### config.mk
export PLATFORM = sky130hd
export DESIGN_NAME = z80_datapath
export DESIGN_NICKNAME = d
export VERILOG_FILES = /design/src/hw/z80_dp_pkg.sv /design/src/hw/z80_acc_flag_unit.sv /design/src/hw/z80_alu8.sv /design/src/hw/z80_bus_select.sv /design/src/hw/z80_datapath.sv /design/src/hw/z80_register_file.sv
export SDC_FILE = /design/constraint.sdc
export NUM_CORES = 1
export LEC_CHECK = 0
export ABC_CLOCK_PERIOD_IN_PS = 9580
export BUFFER_PORTS_ARGS = -buffer_cell sky130_fd_sc_hd__buf_2
export CAP_MARGIN = 0
export CORE_MARGIN = 8
export CORE_UTILIZATION = 60
export CTS_CLUSTER_SIZE = 12
export DETAILED_ROUTE_END_ITERATION = 12
export PLACE_DENSITY = 0.85
export SYNTH_ARGS = -nofsm -noshare
export SYNTH_HDL_FRONTEND = slang
export SYNTH_SLANG_ARGS = --single-unit
### constraint.sdc
create_clock -name clk -period 9.58 [get_ports clk]
set_input_delay 0.479 -clock clk [delete_from_list [all_inputs] [get_ports clk]]
set_output_delay 0.479 -clock clk [all_outputs]
set_load 0.01 [all_outputs]
### src/hw/z80_dp_pkg.sv
package z80_dp_pkg;

  // ------------------------------------------------------------
  // widths and flag positions
  // ------------------------------------------------------------

  // every register and the internal bus are one byte wide
  localparam int data_w = 8;

  // number of general registers B, C, D, E, H, L
  localparam int num_regs = 6;

  typedef logic [data_w-1:0] byte_t;

  // bit positions inside F, bits 5 and 3 are unused
  localparam int flag_s_bit  = 7;
  localparam int flag_z_bit  = 6;
  localparam int flag_h_bit  = 4;
  localparam int flag_pv_bit = 2;
  localparam int flag_n_bit  = 1;
  localparam int flag_c_bit  = 0;

  // ------------------------------------------------------------
  // control encodings
  // ------------------------------------------------------------

  // general register names, codes 6 and 7 name no register
  typedef enum logic [2:0] {
    reg_b = 3'd0,
    reg_c = 3'd1,
    reg_d = 3'd2,
    reg_e = 3'd3,
    reg_h = 3'd4,
    reg_l = 3'd5
  } reg_id_e;

  // who drives the internal data bus this cycle
  typedef enum logic [1:0] {
    src_ext = 2'd0,
    src_reg = 2'd1,
    src_a   = 2'd2,
    src_f   = 2'd3
  } bus_src_e;

  typedef enum logic [2:0] {
    alu_pass = 3'd0,
    alu_inc  = 3'd1,
    alu_dec  = 3'd2,
    alu_add  = 3'd3,
    alu_sub  = 3'd4
  } alu_op_e;

  // per-flag force applied after the ALU flags
  typedef enum logic [1:0] {
    ovr_keep  = 2'd0,
    ovr_clear = 2'd1,
    ovr_set   = 2'd2
  } flag_ovr_e;

  typedef struct packed {
    flag_ovr_e s;
    flag_ovr_e z;
    flag_ovr_e h;
    flag_ovr_e pv;
    flag_ovr_e n;
    flag_ovr_e c;
  } flag_ovr_t;

  // one micro-operation, a new one arrives on every clock
  typedef struct packed {
    bus_src_e  src;
    reg_id_e   rd_reg;
    reg_id_e   wr_reg;
    logic      ld_reg;
    logic      ld_a;
    logic      ld_f;
    alu_op_e   alu_op;
    flag_ovr_t ovr;
    logic      exx;
    logic      ex_af;
    logic      ex_de_hl;
  } micro_op_t;

endpackage

### src/hw/z80_acc_flag_unit.sv
`timescale 1ns/1ns

module z80_acc_flag_unit (
  input  logic                  clk,
  input  logic                  arst_n,
  input  z80_dp_pkg::micro_op_t op,
  input  z80_dp_pkg::byte_t     alu_result,
  input  z80_dp_pkg::byte_t     alu_flags,
  output z80_dp_pkg::byte_t     a_value,
  output z80_dp_pkg::byte_t     f_value
);

  import z80_dp_pkg::*;

  byte_t a_q;
  byte_t f_q;
  byte_t a_sh_q;
  byte_t f_sh_q;

  // new flag byte before it is written
  byte_t f_base;
  byte_t f_next;
  logic  ovr_any;
  logic  f_wr;

  // a set or clear wins over the incoming bit, keep lets it through
  function automatic logic apply_ovr(flag_ovr_e ovr, logic cur);
    logic res;
    unique case (ovr)
      ovr_set:   res = 1'b1;
      ovr_clear: res = 1'b0;
      default:   res = cur;
    endcase
    return res;
  endfunction

  // ------------------------------------------------------------
  // flag merge
  // ------------------------------------------------------------

  assign ovr_any = (op.ovr.s != ovr_keep) || (op.ovr.z != ovr_keep) ||
                   (op.ovr.h != ovr_keep) || (op.ovr.pv != ovr_keep) ||
                   (op.ovr.n != ovr_keep) || (op.ovr.c != ovr_keep);
  assign f_wr    = op.ld_f || ovr_any;

  always_comb begin
    // start from the ALU flags on ld_f, else from what F holds now
    f_base = op.ld_f ? alu_flags : f_q;
    f_next = f_base;
    f_next[flag_s_bit]  = apply_ovr(op.ovr.s, f_base[flag_s_bit]);
    f_next[flag_z_bit]  = apply_ovr(op.ovr.z, f_base[flag_z_bit]);
    f_next[flag_h_bit]  = apply_ovr(op.ovr.h, f_base[flag_h_bit]);
    f_next[flag_pv_bit] = apply_ovr(op.ovr.pv, f_base[flag_pv_bit]);
    f_next[flag_n_bit]  = apply_ovr(op.ovr.n, f_base[flag_n_bit]);
    f_next[flag_c_bit]  = apply_ovr(op.ovr.c, f_base[flag_c_bit]);
  end

  // ------------------------------------------------------------
  // A, F and the shadow pair
  // ------------------------------------------------------------

  always_ff @(posedge clk or negedge arst_n) begin
    if (!arst_n) begin
      a_q    <= '0;
      f_q    <= '0;
      a_sh_q <= '0;
      f_sh_q <= '0;
    end else if (op.ex_af) begin
      // the exchange owns both registers for this cycle
      a_q    <= a_sh_q;
      a_sh_q <= a_q;
      f_q    <= f_sh_q;
      f_sh_q <= f_q;
    end else begin
      // an ALU op may load A and F in the same cycle
      if (op.ld_a) begin
        a_q <= alu_result;
      end
      if (f_wr) begin
        f_q <= f_next;
      end
    end
  end

  assign a_value = a_q;
  assign f_value = f_q;

endmodule

### src/hw/z80_alu8.sv
`timescale 1ns/1ns

module z80_alu8 (
  input  z80_dp_pkg::byte_t   a,
  input  z80_dp_pkg::byte_t   b,
  input  z80_dp_pkg::byte_t   f_in,
  input  z80_dp_pkg::alu_op_e op,
  output z80_dp_pkg::byte_t   result,
  output z80_dp_pkg::byte_t   f_out
);

  import z80_dp_pkg::*;

  // the add runs as two nibble adders so the half carry is a real wire
  logic       lo_carry;
  logic       hi_carry;
  logic [3:0] lo_sum;
  logic [3:0] hi_sum;

  // a is always the accumulator and b is always the internal bus
  always_comb begin
    result   = b;
    f_out    = f_in;
    lo_carry = 1'b0;
    hi_carry = 1'b0;
    lo_sum   = '0;
    hi_sum   = '0;

    unique case (op)
      alu_inc: begin
        // increment leaves every flag alone
        result = a + byte_t'(1);
      end

      alu_dec: begin
        result = a - byte_t'(1);
        // PV tells the control side that the count has not run out yet
        f_out[flag_pv_bit] = (result != '0);
      end

      alu_add: begin
        // low nibble first, its carry out is the half carry
        {lo_carry, lo_sum} = {1'b0, a[3:0]} + {1'b0, b[3:0]};
        {hi_carry, hi_sum} = {1'b0, a[7:4]} + {1'b0, b[7:4]} + {4'd0, lo_carry};
        result = {hi_sum, lo_sum};
        f_out[flag_h_bit] = lo_carry;
        f_out[flag_c_bit] = hi_carry;
        f_out[flag_s_bit] = result[data_w-1];
        f_out[flag_z_bit] = (result == '0);
      end

      alu_sub: begin
        // the bus is the minuend, A is what gets taken away
        result = b - a;
        // a borrow out of bit 3 happens exactly when the low nibble of b is smaller
        f_out[flag_h_bit] = (b[3:0] < a[3:0]);
        f_out[flag_c_bit] = (b < a);
        f_out[flag_s_bit] = result[data_w-1];
        f_out[flag_z_bit] = (result == '0);
      end

      default: begin
        // pass-through and the unused codes just hand the bus to A
        result = b;
      end
    endcase
  end

endmodule

### src/hw/z80_bus_select.sv
`timescale 1ns/1ns

module z80_bus_select (
  input  z80_dp_pkg::bus_src_e src,
  input  z80_dp_pkg::byte_t    data_in,
  input  z80_dp_pkg::byte_t    reg_value,
  input  z80_dp_pkg::byte_t    a_value,
  input  z80_dp_pkg::byte_t    f_value,
  output z80_dp_pkg::byte_t    bus_value,
  output logic                 data_oe
);

  import z80_dp_pkg::*;

  // ------------------------------------------------------------
  // one driver on the internal bus
  // ------------------------------------------------------------

  // the src code names exactly one source, so no two drivers can meet
  always_comb begin
    unique case (src)
      src_reg: bus_value = reg_value;
      src_a:   bus_value = a_value;
      src_f:   bus_value = f_value;
      default: bus_value = data_in;
    endcase
  end

  // when an internal block owns the bus it is also shown outside
  // and the pins read external data in every other cycle
  assign data_oe = (src != src_ext);

endmodule

### src/hw/z80_datapath.sv
`timescale 1ns/1ns

module z80_datapath (
  input  logic                  clk,
  input  logic                  arst_n,
  input  z80_dp_pkg::micro_op_t op,
  input  z80_dp_pkg::byte_t     data_in,
  output z80_dp_pkg::byte_t     data_out,
  output logic                  data_oe,
  output z80_dp_pkg::byte_t     flags
);

  import z80_dp_pkg::*;

  // ------------------------------------------------------------
  // internal nets
  // ------------------------------------------------------------

  byte_t reg_value;
  byte_t a_value;
  byte_t f_value;
  byte_t bus_value;
  byte_t alu_result;
  byte_t alu_flags;

  z80_register_file u_register_file (
    .clk        (clk),
    .arst_n     (arst_n),
    .op         (op),
    .load_value (bus_value),
    .reg_value  (reg_value)
  );

  z80_acc_flag_unit u_acc_flag_unit (
    .clk        (clk),
    .arst_n     (arst_n),
    .op         (op),
    .alu_result (alu_result),
    .alu_flags  (alu_flags),
    .a_value    (a_value),
    .f_value    (f_value)
  );

  // the ALU sees A on one side and the bus on the other
  z80_alu8 u_alu8 (
    .a      (a_value),
    .b      (bus_value),
    .f_in   (f_value),
    .op     (op.alu_op),
    .result (alu_result),
    .f_out  (alu_flags)
  );

  z80_bus_select u_bus_select (
    .src       (op.src),
    .data_in   (data_in),
    .reg_value (reg_value),
    .a_value   (a_value),
    .f_value   (f_value),
    .bus_value (bus_value),
    .data_oe   (data_oe)
  );

  // data_out carries the bus in every cycle, data_oe says when it is valid
  assign data_out = bus_value;
  assign flags    = f_value;

endmodule

### src/hw/z80_register_file.sv
`timescale 1ns/1ns

module z80_register_file (
  input  logic                  clk,
  input  logic                  arst_n,
  input  z80_dp_pkg::micro_op_t op,
  input  z80_dp_pkg::byte_t     load_value,
  output z80_dp_pkg::byte_t     reg_value
);

  import z80_dp_pkg::*;

  // ------------------------------------------------------------
  // storage
  // ------------------------------------------------------------

  // main set and shadow set, both indexed by the reg_id_e code
  byte_t main_q   [num_regs];
  byte_t shadow_q [num_regs];

  // codes 6 and 7 are not registers, so they must neither load nor read
  logic rd_valid;
  logic wr_valid;

  assign rd_valid = (op.rd_reg <= reg_l);
  assign wr_valid = (op.wr_reg <= reg_l);

  // ------------------------------------------------------------
  // read port
  // ------------------------------------------------------------

  // only the main set is visible, shadows come back only through exx
  always_comb begin
    if (rd_valid) begin
      reg_value = main_q[op.rd_reg];
    end else begin
      reg_value = '0;
    end
  end

  // ------------------------------------------------------------
  // exchanges and loads
  // ------------------------------------------------------------

  // priority is exx, then ex de,hl, then a plain load from the bus
  always_ff @(posedge clk or negedge arst_n) begin
    if (!arst_n) begin
      for (int i = 0; i < num_regs; i++) begin
        main_q[i]   <= '0;
        shadow_q[i] <= '0;
      end
    end else if (op.exx) begin
      // the whole bank trades places with its shadow in one edge
      for (int i = 0; i < num_regs; i++) begin
        main_q[i]   <= shadow_q[i];
        shadow_q[i] <= main_q[i];
      end
    end else if (op.ex_de_hl) begin
      // DE and HL cross over, B and C are untouched
      main_q[reg_d] <= main_q[reg_h];
      main_q[reg_h] <= main_q[reg_d];
      main_q[reg_e] <= main_q[reg_l];
      main_q[reg_l] <= main_q[reg_e];
    end else if (op.ld_reg && wr_valid) begin
      // the load value is whatever the bus selector put on the bus
      main_q[op.wr_reg] <= load_value;
    end
  end

endmodule

==> reports/summary.txt, run 1 <==
Sw frac = 35.2%
Most Frequent Cell on Critical Path = inv_1
Min-delay worst type = in -> async
Gr ovfl total = 0
Synth-to-layout area growth = 12.1%
I/O pin count = 56
Routed Antenna Nets = 0
DRC Markers = 0
Row Count = 41
Post-CTS Hold Buffers = 0
Internal power = 1.35 mW
Synthesis-stage register bit count = 128
Post-synth ARST share = 100%
Share of total power in the clock network = 31.1%
Setup Skew = 0.00678 ns
Post-synthesis instance total = 776
Number of flops mapped to enable cells by yosys = 0
Fraction of final layout cells sized beyond drive strength 1 = 22.3%
Syn Area/Cell = 10.1 um2
Top cell type's share of synthesized area = 40.9%
Cts bufs inserted = 17
Tmin final = 4.46 ns
Post-synthesis sequential area ratio = 40.9%
Setup TNS = 0 ns
Die height = 130 um
Dominant cell type by area after synthesis = dfrtp_1
Final hold violations = 0
Worst-path clk slew = 0.06 ns
LEAKAGE = 3.97 nW
Pwr/cell area = 236 mW/mm2
Slew Limit Fails = 0
Maximum fanout along the worst path = 16
Worst EP required = 9.93 ns
CP endpoint kind = flip-flop
Worst-path cell chain = buf_2, mux4_2, inv_1, o22ai_1, mux4_2, ha_1, inv_1, a21oi_1, o21bai_1, fa_1, inv_1, fa_1, nor4b_1, nand2_1, nor4_1, a21oi_1, o211ai_1
Prevailing post-synth register cell = dfrtp_1
Max IR drop VDD = 148 uV
Vias per cell = 6.83
Worst slew margin = 12.0%
Net Count, Synth = 852
Initial antenna violation count = 0
Worst skew pair latency = 0.43 ns
Starting density of the core = 61.9%
Fmax = 0.224 GHz
Net switching power = 0.731 mW
# nets final = 884
Final Setup Violations = 0
Post-CTS Resized = 0
CP startpoint kind = input pin
Clock tree buffer depth = 2
Core Region = 0.0127 mm2
Ant diodes = 0
Critical path type = in -> reg
Slowest CP cell = mux4_2
Synth warn = 0
Synth top area cells = dfrtp_1, mux2_2, ha_1, a21oi_1, nor2_1
Die X-Extent = 130 um
Crit Reg-Reg Startpoint = u_register_file.main_q[26]
Placed Instance Area = 0.00820 mm2
H-Tree Level Count = 4
Placer Congestion = 0.947
TritonCTS clock tree = built
Clk sinks = 128
WL final = 22500 um
Syn Std Cell Area = 0.00784 mm2
Worst slew pin tran = 1.31 ns
RSZ-0062 raised after global routing = false
Status = completed
Unique masters post-synth = 67
Vias in the first global route = 6705
Postcts setup bufs = 0
Fin area = 0.00879 mm2
Total track usage = 27.6%
Largest net degree at the start of global routing = 73
Initial drt markers = 950
Critical path's largest stage delay = 0.62 ns
Root Buffer = clkbuf_16
Final Hold Slack = 0.198 ns
Arr. time, crit path = 4.81 ns
First-pass GRT wire length = 35600 um
Total number of vias = 6785
Sequential Power Share = 38.4%
Final Cycle Share = 46.5%
Comb power frac = 30.5%
Crit path launch = op[24]
TritonRoute pass-1 iters = 7
FILL cells = 950
Dpl hpwl = 15400 um
Routed wire length per instance = 22.6 um
IO buf count = 55
Max_cap viols = 0
DIE AREA = 0.0170 mm2
Flop2flop setup slack = 5.28 ns
synthesized netlist by cell type, types with 3 or more instances:
cell type / n
mux4_1: 3
a21oi_1: 58
nor2_1: 72
o221ai_1: 3
o31ai_1: 3
mux2_2: 71
nor3_1: 9
xor2_1: 6
nand3_1: 7
nand2_1: 55
mux4_2: 10
mux2i_1: 24
nor4_1: 6
nand3b_1: 3
o311ai_0: 6
or3_1: 7
o21ai_1: 4
buf_1: 4
a222oi_1: 16
nor3b_1: 3
clkbuf_1: 44
and3_1: 5
and2_1: 4
a21o_1: 5
a221oi_1: 21
nand2b_1: 12
nor2b_1: 8
inv_1: 36
a211oi_1: 5
xnor2_1: 14
fa_1: 4
o22ai_1: 7
dfrtp_1: 128
a22oi_1: 5
o21ai_0: 33
ha_1: 33
cells by family (layout without fill, tap and decap cells):
kind of cell | count (synthesis) | after routing | synth area share [%]
multiplexers | 108 | 108 | 17.1
XOR/XNOR | 20 | 20 | 2.23
adder cells (fa/ha/maj) | 38 | 38 | 6.42
flip-flops | 128 | 128 | 40.9
AND/OR/NAND/NOR | 202 | 202 | 12.2
buffers and inverters | 87 | 132 | 4.33
AO/OA/AOI/OAI | 193 | 193 | 16.8
power groups by stage:
stage | sequential (mW) | clock (mW) | combinational (mW)
after floorplan | 0.743 | 0 | 0.471
after global placement | 0.787 | 0 | 0.605
after global routing | 0.811 | 0.675 | 0.695
after CTS | 0.792 | 0.649 | 0.629
final | 0.798 | 0.645 | 0.634
after detailed placement | 0.799 | 0 | 0.622
area by class of cell:
cell class | count | area, um2 | area share, %
clock buffer | 19 | 453 | 5.15
clock inverter | 13 | 138 | 1.57
inverter | 36 | 135 | 1.54
multi-input combinational | 561 | 4300 | 48.9
sequential | 128 | 3200 | 36.4
tap | 172 | 215 | 2.45
timing repair buffer | 64 | 348 | 3.96
critical path: cells and delay by family:
family | cells | cell delay, ns
compound gates | 5 | 0.63
simple gates | 3 | 0.63
mux | 2 | 1.18
buf+inv | 4 | 0.68
fa+ha+maj | 3 | 1.20
final timing paths:
kind,to,depth (start not counted)
min in group clk,u_acc_flag_unit.f_value[1],4
setup reg to reg,u_acc_flag_unit.f_value[6],16
hold reg to reg,u_acc_flag_unit.f_value[1],2
max in group asynchronous,u_acc_flag_unit.a_sh_q[5],2
setup / recovery,u_acc_flag_unit.f_value[6],17
hold / removal,u_register_file.main_q[46],1
layout by cell type (no fill, tap or decap), types with 4 or more instances in the layout:
master and count:
a211oi_1 5, a21o_1 5, a21oi_1 58, a221oi_1 21, a222oi_1 16, a22oi_1 5
and2_1 4, and3_1 5, buf_2 53, buf_4 11, clkbuf_16 17, clkinv_2 4
dfrtp_1 128, fa_1 4, ha_1 33, inv_1 36, mux2_2 71, mux2i_1 24
mux4_2 10, nand2_1 55, nand2b_1 12, nand3_1 7, nor2_1 72, nor2b_1 8
nor3_1 9, nor4_1 6, o21ai_0 33, o21ai_1 4, o22ai_1 7, o311ai_0 6
or3_1 7, xnor2_1 14, xor2_1 6
per-stage QoR:
| stage | instances | worst slack (ns) | total power, mW | util (%) |
|---|---|---|---|---|
| global placement | 961 | 4.84 | 1.39 | 64.7 |
| detailed placement | 961 | 4.76 | 1.42 | 64.7 |
| CTS | 993 | 5.19 | 2.07 | 69.4 |
| finish | 993 | 5.12 | 2.08 | 69.4 |
| floorplan | 776 | 5.30 | 1.21 | - |
| global route | 993 | 4.75 | 2.18 | 69.4 |
sequential cells by signal, summed over array words and instances (netlist names):
name and cells:
u_acc_flag_unit.a_value 8, u_acc_flag_unit.a_sh_q 8, u_acc_flag_unit.f_sh_q 8, u_acc_flag_unit.f_value 8, u_register_file.shadow_q 48, u_register_file.main_q 48
metal layers:
layer / vias to the layer above / routed length (um) / track usage (%) / part of all wire, %
met2: 425 / 10900 / 44.4 / 48
li1: 2936 / - / - / -
met3: 92 / 2080 / 6.20 / 9.3
met1: 3332 / 8500 / 33.5 / 38
met5: - / 0 / 0 / 0
met4: 0 / 1030 / 16.3 / 4.6
(Power assumes the default switching activity.)
==> run 2: changes to the inputs <==
--- a/config.mk
+++ b/config.mk
@@ -5,7 +5,8 @@
 export SDC_FILE = /design/constraint.sdc
 export NUM_CORES = 1
 export LEC_CHECK = 0
-export ABC_CLOCK_PERIOD_IN_PS = 9580
+export ABC_AREA = 1
+export ABC_CLOCK_PERIOD_IN_PS = 4650
 export BUFFER_PORTS_ARGS = -buffer_cell sky130_fd_sc_hd__buf_2
 export CAP_MARGIN = 0
 export CORE_MARGIN = 8
==> constraint.sdc (replaced) <==
create_clock -name clk -period 4.65 [get_ports clk]
set_input_delay 0.2325 -clock clk [delete_from_list [all_inputs] [get_ports clk]]
set_output_delay 0.2325 -clock clk [all_outputs]
set_load 0.01 [all_outputs]
==> reports/summary.txt, run 2 <==
Status = completed
Number of flops mapped to enable cells by yosys = 0 (unchanged)
Clock tree buffer depth = 2 (unchanged)
Row Count = 42 (+2.4%)
Worst path buffer plus inverter count = 4 (unchanged)
Commonest non-fill, non-tap cell in the layout = nand2_1
Routed Antenna Nets = 0 (unchanged)
Post-synthesis sequential area ratio = 40.4% (-0.44 points)
Count leader, synth = nand2_1
Post-Place Setup Slack = 0.741 ns (-4.02 ns)
Post-synthesis instance total = 1024 (+32%)
Gr ovfl total = 0 (unchanged)
Final Setup Violations = 0 (unchanged)
Comb power frac = 27.1% (-3.4 points)
Synth-to-layout area growth = 11.2%
Flop2flop setup slack = 0.78 ns (-4.50 ns)
TritonCTS clock tree = built
Biggest regs = u_register_file.main_q (48), u_register_file.shadow_q (48)
Worst skew pair latency = 0.44 ns (about the same)
Die X-Extent = 131 um (+0.48%)
H-Tree Level Count = 4 (unchanged)
Setup TNS = 0 ns (unchanged)
FILL cells = 1064 (+12%)
Maximum fanout along the worst path = 8 (-8)
Clk sinks = 128 (unchanged)
Vias per cell = 6.10 (-11%)
Largest net degree at the start of global routing = 104 (+42%)
Routed wire length per instance = 19.1 um (-16%)
Post-layout power = 3.75 mW (+80%)
Synthesis-stage register bit count = 128 (unchanged)
Final hold violations = 0 (unchanged)
DRC Markers = 0 (unchanged)
Placer Congestion = 0.984 (+3.9%)
Dpl hpwl = 16700 um (+7.8%)
Pwr/cell area = 425 mW/mm2 (+80%)
Prevailing post-synth register cell = dfrtp_1
Internal power = 2.40 mW (+78%)
Synth warn = 0 (unchanged)
Core Region = 0.0131 mm2 (+3.3%)
# nets final = 1138 (+29%)
Vias in the first global route = 7543 (+12%)
Most Frequent Cell on Critical Path = nand2_1
Max_cap viols = 0 (unchanged)
Delay-heaviest family, CP = adder cells
Initial drt markers = 1034 (+8.8%)
Initial antenna violation count = 0 (unchanged)
Fmax = 0.259 GHz
Ant diodes = 0 (unchanged)
Post-synth top cells = nand2_1, inv_1, dfrtp_1, o21ai_0, nand3_1
Worst-path clk slew = 0.06 ns (about the same)
Worst slew pin tran = 0.986 ns (-0.325 ns)
Slowest CP cell = dfrtp_1
CP startpoint kind = flip-flop
Total track usage = 29.7% (+2.1 points)
Setup Skew = 0.00781 ns (+0.00102 ns)
Root Buffer = clkbuf_16
Dominant cell type by area after synthesis = dfrtp_1
Share of total power in the clock network = 33.6% (+2.5 points)
LEAKAGE = 4.31 nW (+8.5%)
Max IR drop VDD = 283 uV (+91%)
Post-synth ARST share = 100% (unchanged)
Min-delay worst type = in -> reg
IO buf count = 55 (unchanged)
DIE AREA = 0.0171 mm2 (+0.95%)
Slew Limit Fails = 0 (unchanged)
Postcts setup bufs = 0 (unchanged)
Unique masters post-synth = 45 (-33%)
Syn Std Cell Area = 0.00792 mm2 (+1.1%)
Sequential Power Share = 39.3% (+0.9 points)
Area of the multi-input gates = 0.00398 mm2 (-7.5%)
Worst-path cell chain = inv_1, a21oi_1, a21oi_1, nand2_1, o21ai_2, inv_2, ha_1, fa_1, a21oi_1, o21bai_1, fa_1, inv_1, fa_1, nand4_1, nor2_1, nand2_1, o21bai_1, inv_1, nand2_1, nand2_1, nand2_1, nand2_1, nand2_1
Tmin final = 3.87 ns
Final Cycle Share = 83.1%
Syn Area/Cell = 7.74 um2 (-23%)
Arr. time, crit path = 4.19 ns (-0.62 ns)
TritonRoute pass-1 iters = 6 (-1)
Top cell type's share of synthesized area = 40.4% (-0.44 points)
Net switching power = 1.34 mW (+84%)
First-pass GRT wire length = 38700 um (+8.8%)
Worst Slack Setup Final = 0.784 ns (-4.34 ns)
Fraction of final layout cells sized beyond drive strength 1 = 12.1% (-10 points)
CP endpoint kind = flip-flop
Most frequent cells in the layout = nand2_1, inv_1, dfrtp_1
Net Count, Synth = 1100 (+29%)
WL final = 23900 um (+6.3%)
RSZ-0062 raised after global routing = false
Reg area = 0.00320 mm2 (unchanged)
Sw frac = 35.9% (+0.67 points)
Total number of vias = 7619 (+12%)
Starting density of the core = 60.6% (-1.3 points)
Worst slew margin = 34.2% (+22 points)
Worst EP required = 4.97 ns (-4.96 ns)
I/O pin count = 56 (unchanged)
Critical path type = reg -> reg
Synth top area cells = dfrtp_1, nand2_1, inv_1, o21ai_0, ha_1
Critical path's largest stage delay = 0.48 ns (-0.14 ns)
Cts bufs inserted = 17 (unchanged)
Die height = 131 um (+0.48%)
## run 2: tightest hold or removal path: cells and delay by family
family / cells / cell delay (ns)
AOI/OAI and AO/OA: 2 / 0.20
buffers and inverters: 1 / 0.08
## run 2: layer usage
layer  share of wire (%)  GRT usage, %  wire length [um]  vias to the layer above
li1                    -             -                 -                     3534
met1                  38          36.0              9200                     3555
met2                  47          47.1             11300                      424
met3                 8.5          6.25              2030                      106
met4                 5.9          19.4              1400                        0
met5                   0             0                 0                        -
## run 2: stage by stage
step                instances  util (%)  cell area [um2]  hold slack [ns]
global placement         1218      63.1             8250            0.232
detailed placement       1218      63.1             8250            0.230
CTS                      1250      67.4             8810            0.119
global route             1250      67.4             8810            0.191
finish                   1250      67.4             8810            0.118
floorplan                1024         -             7920          -0.0631
## run 2: worst paths after layout
kind                                         startpoint                      endpoint  cells past startpoint
max in group asynchronous                        arst_n    u_acc_flag_unit.a_value[4]                      3
min in group asynchronous                        arst_n  u_register_file.shadow_q[43]                      2
max reg2reg                  u_acc_flag_unit.a_value[0]    u_acc_flag_unit.f_value[6]                     23
min reg2reg                u_register_file.shadow_q[34]  u_register_file.shadow_q[34]                      2
max                          u_acc_flag_unit.a_value[0]    u_acc_flag_unit.f_value[6]                     23
min                                               op[6]    u_acc_flag_unit.f_value[1]                      3
## run 2: area by class of cell
| cell class | count | share of cell area [%] |
|---|---|---|
| clock buffers | 21 | 5.22 |
| clock inverters | 10 | 1.01 |
| inverters | 146 | 6.22 |
| well taps | 176 | 2.50 |
| repair buffers | 60 | 3.61 |
| multi-input cells | 709 | 45.1 |
| flip-flops and latches | 128 | 36.3 |
## run 2: cells by family (layout without fill, tap and decap cells)
group	Yosys count	in the layout	share of synthesized area, %
and+or+nand+nor	405	405	22.0
xor gates and xnor gates	8	8	0.884
buffers and inverters	187	237	9.44
AOI/OAI and AO/OA	259	259	21.1
DFF	128	128	40.4
adders and majority gates	37	37	6.22
## run 2: power by group through the flow
| stage | Clock [mW] | Sequential [mW] | Combinational [mW] |
|---|---|---|---|
| detailed placement | 0 | 1.48 | 0.985 |
| global route | 1.31 | 1.49 | 1.13 |
| floorplan | 0 | 1.43 | 0.707 |
| CTS | 1.26 | 1.46 | 0.998 |
| global placement | 0 | 1.47 | 0.959 |
| finish | 1.26 | 1.47 | 1.02 |
## run 2: what timing repair did
action                                 4_1_cts  5_1_grt
gates resized for setup                      0        0
endpoints found under the hold margin       36        0
hold buffers                                 1        0
setup endpoints to repair                    0        0
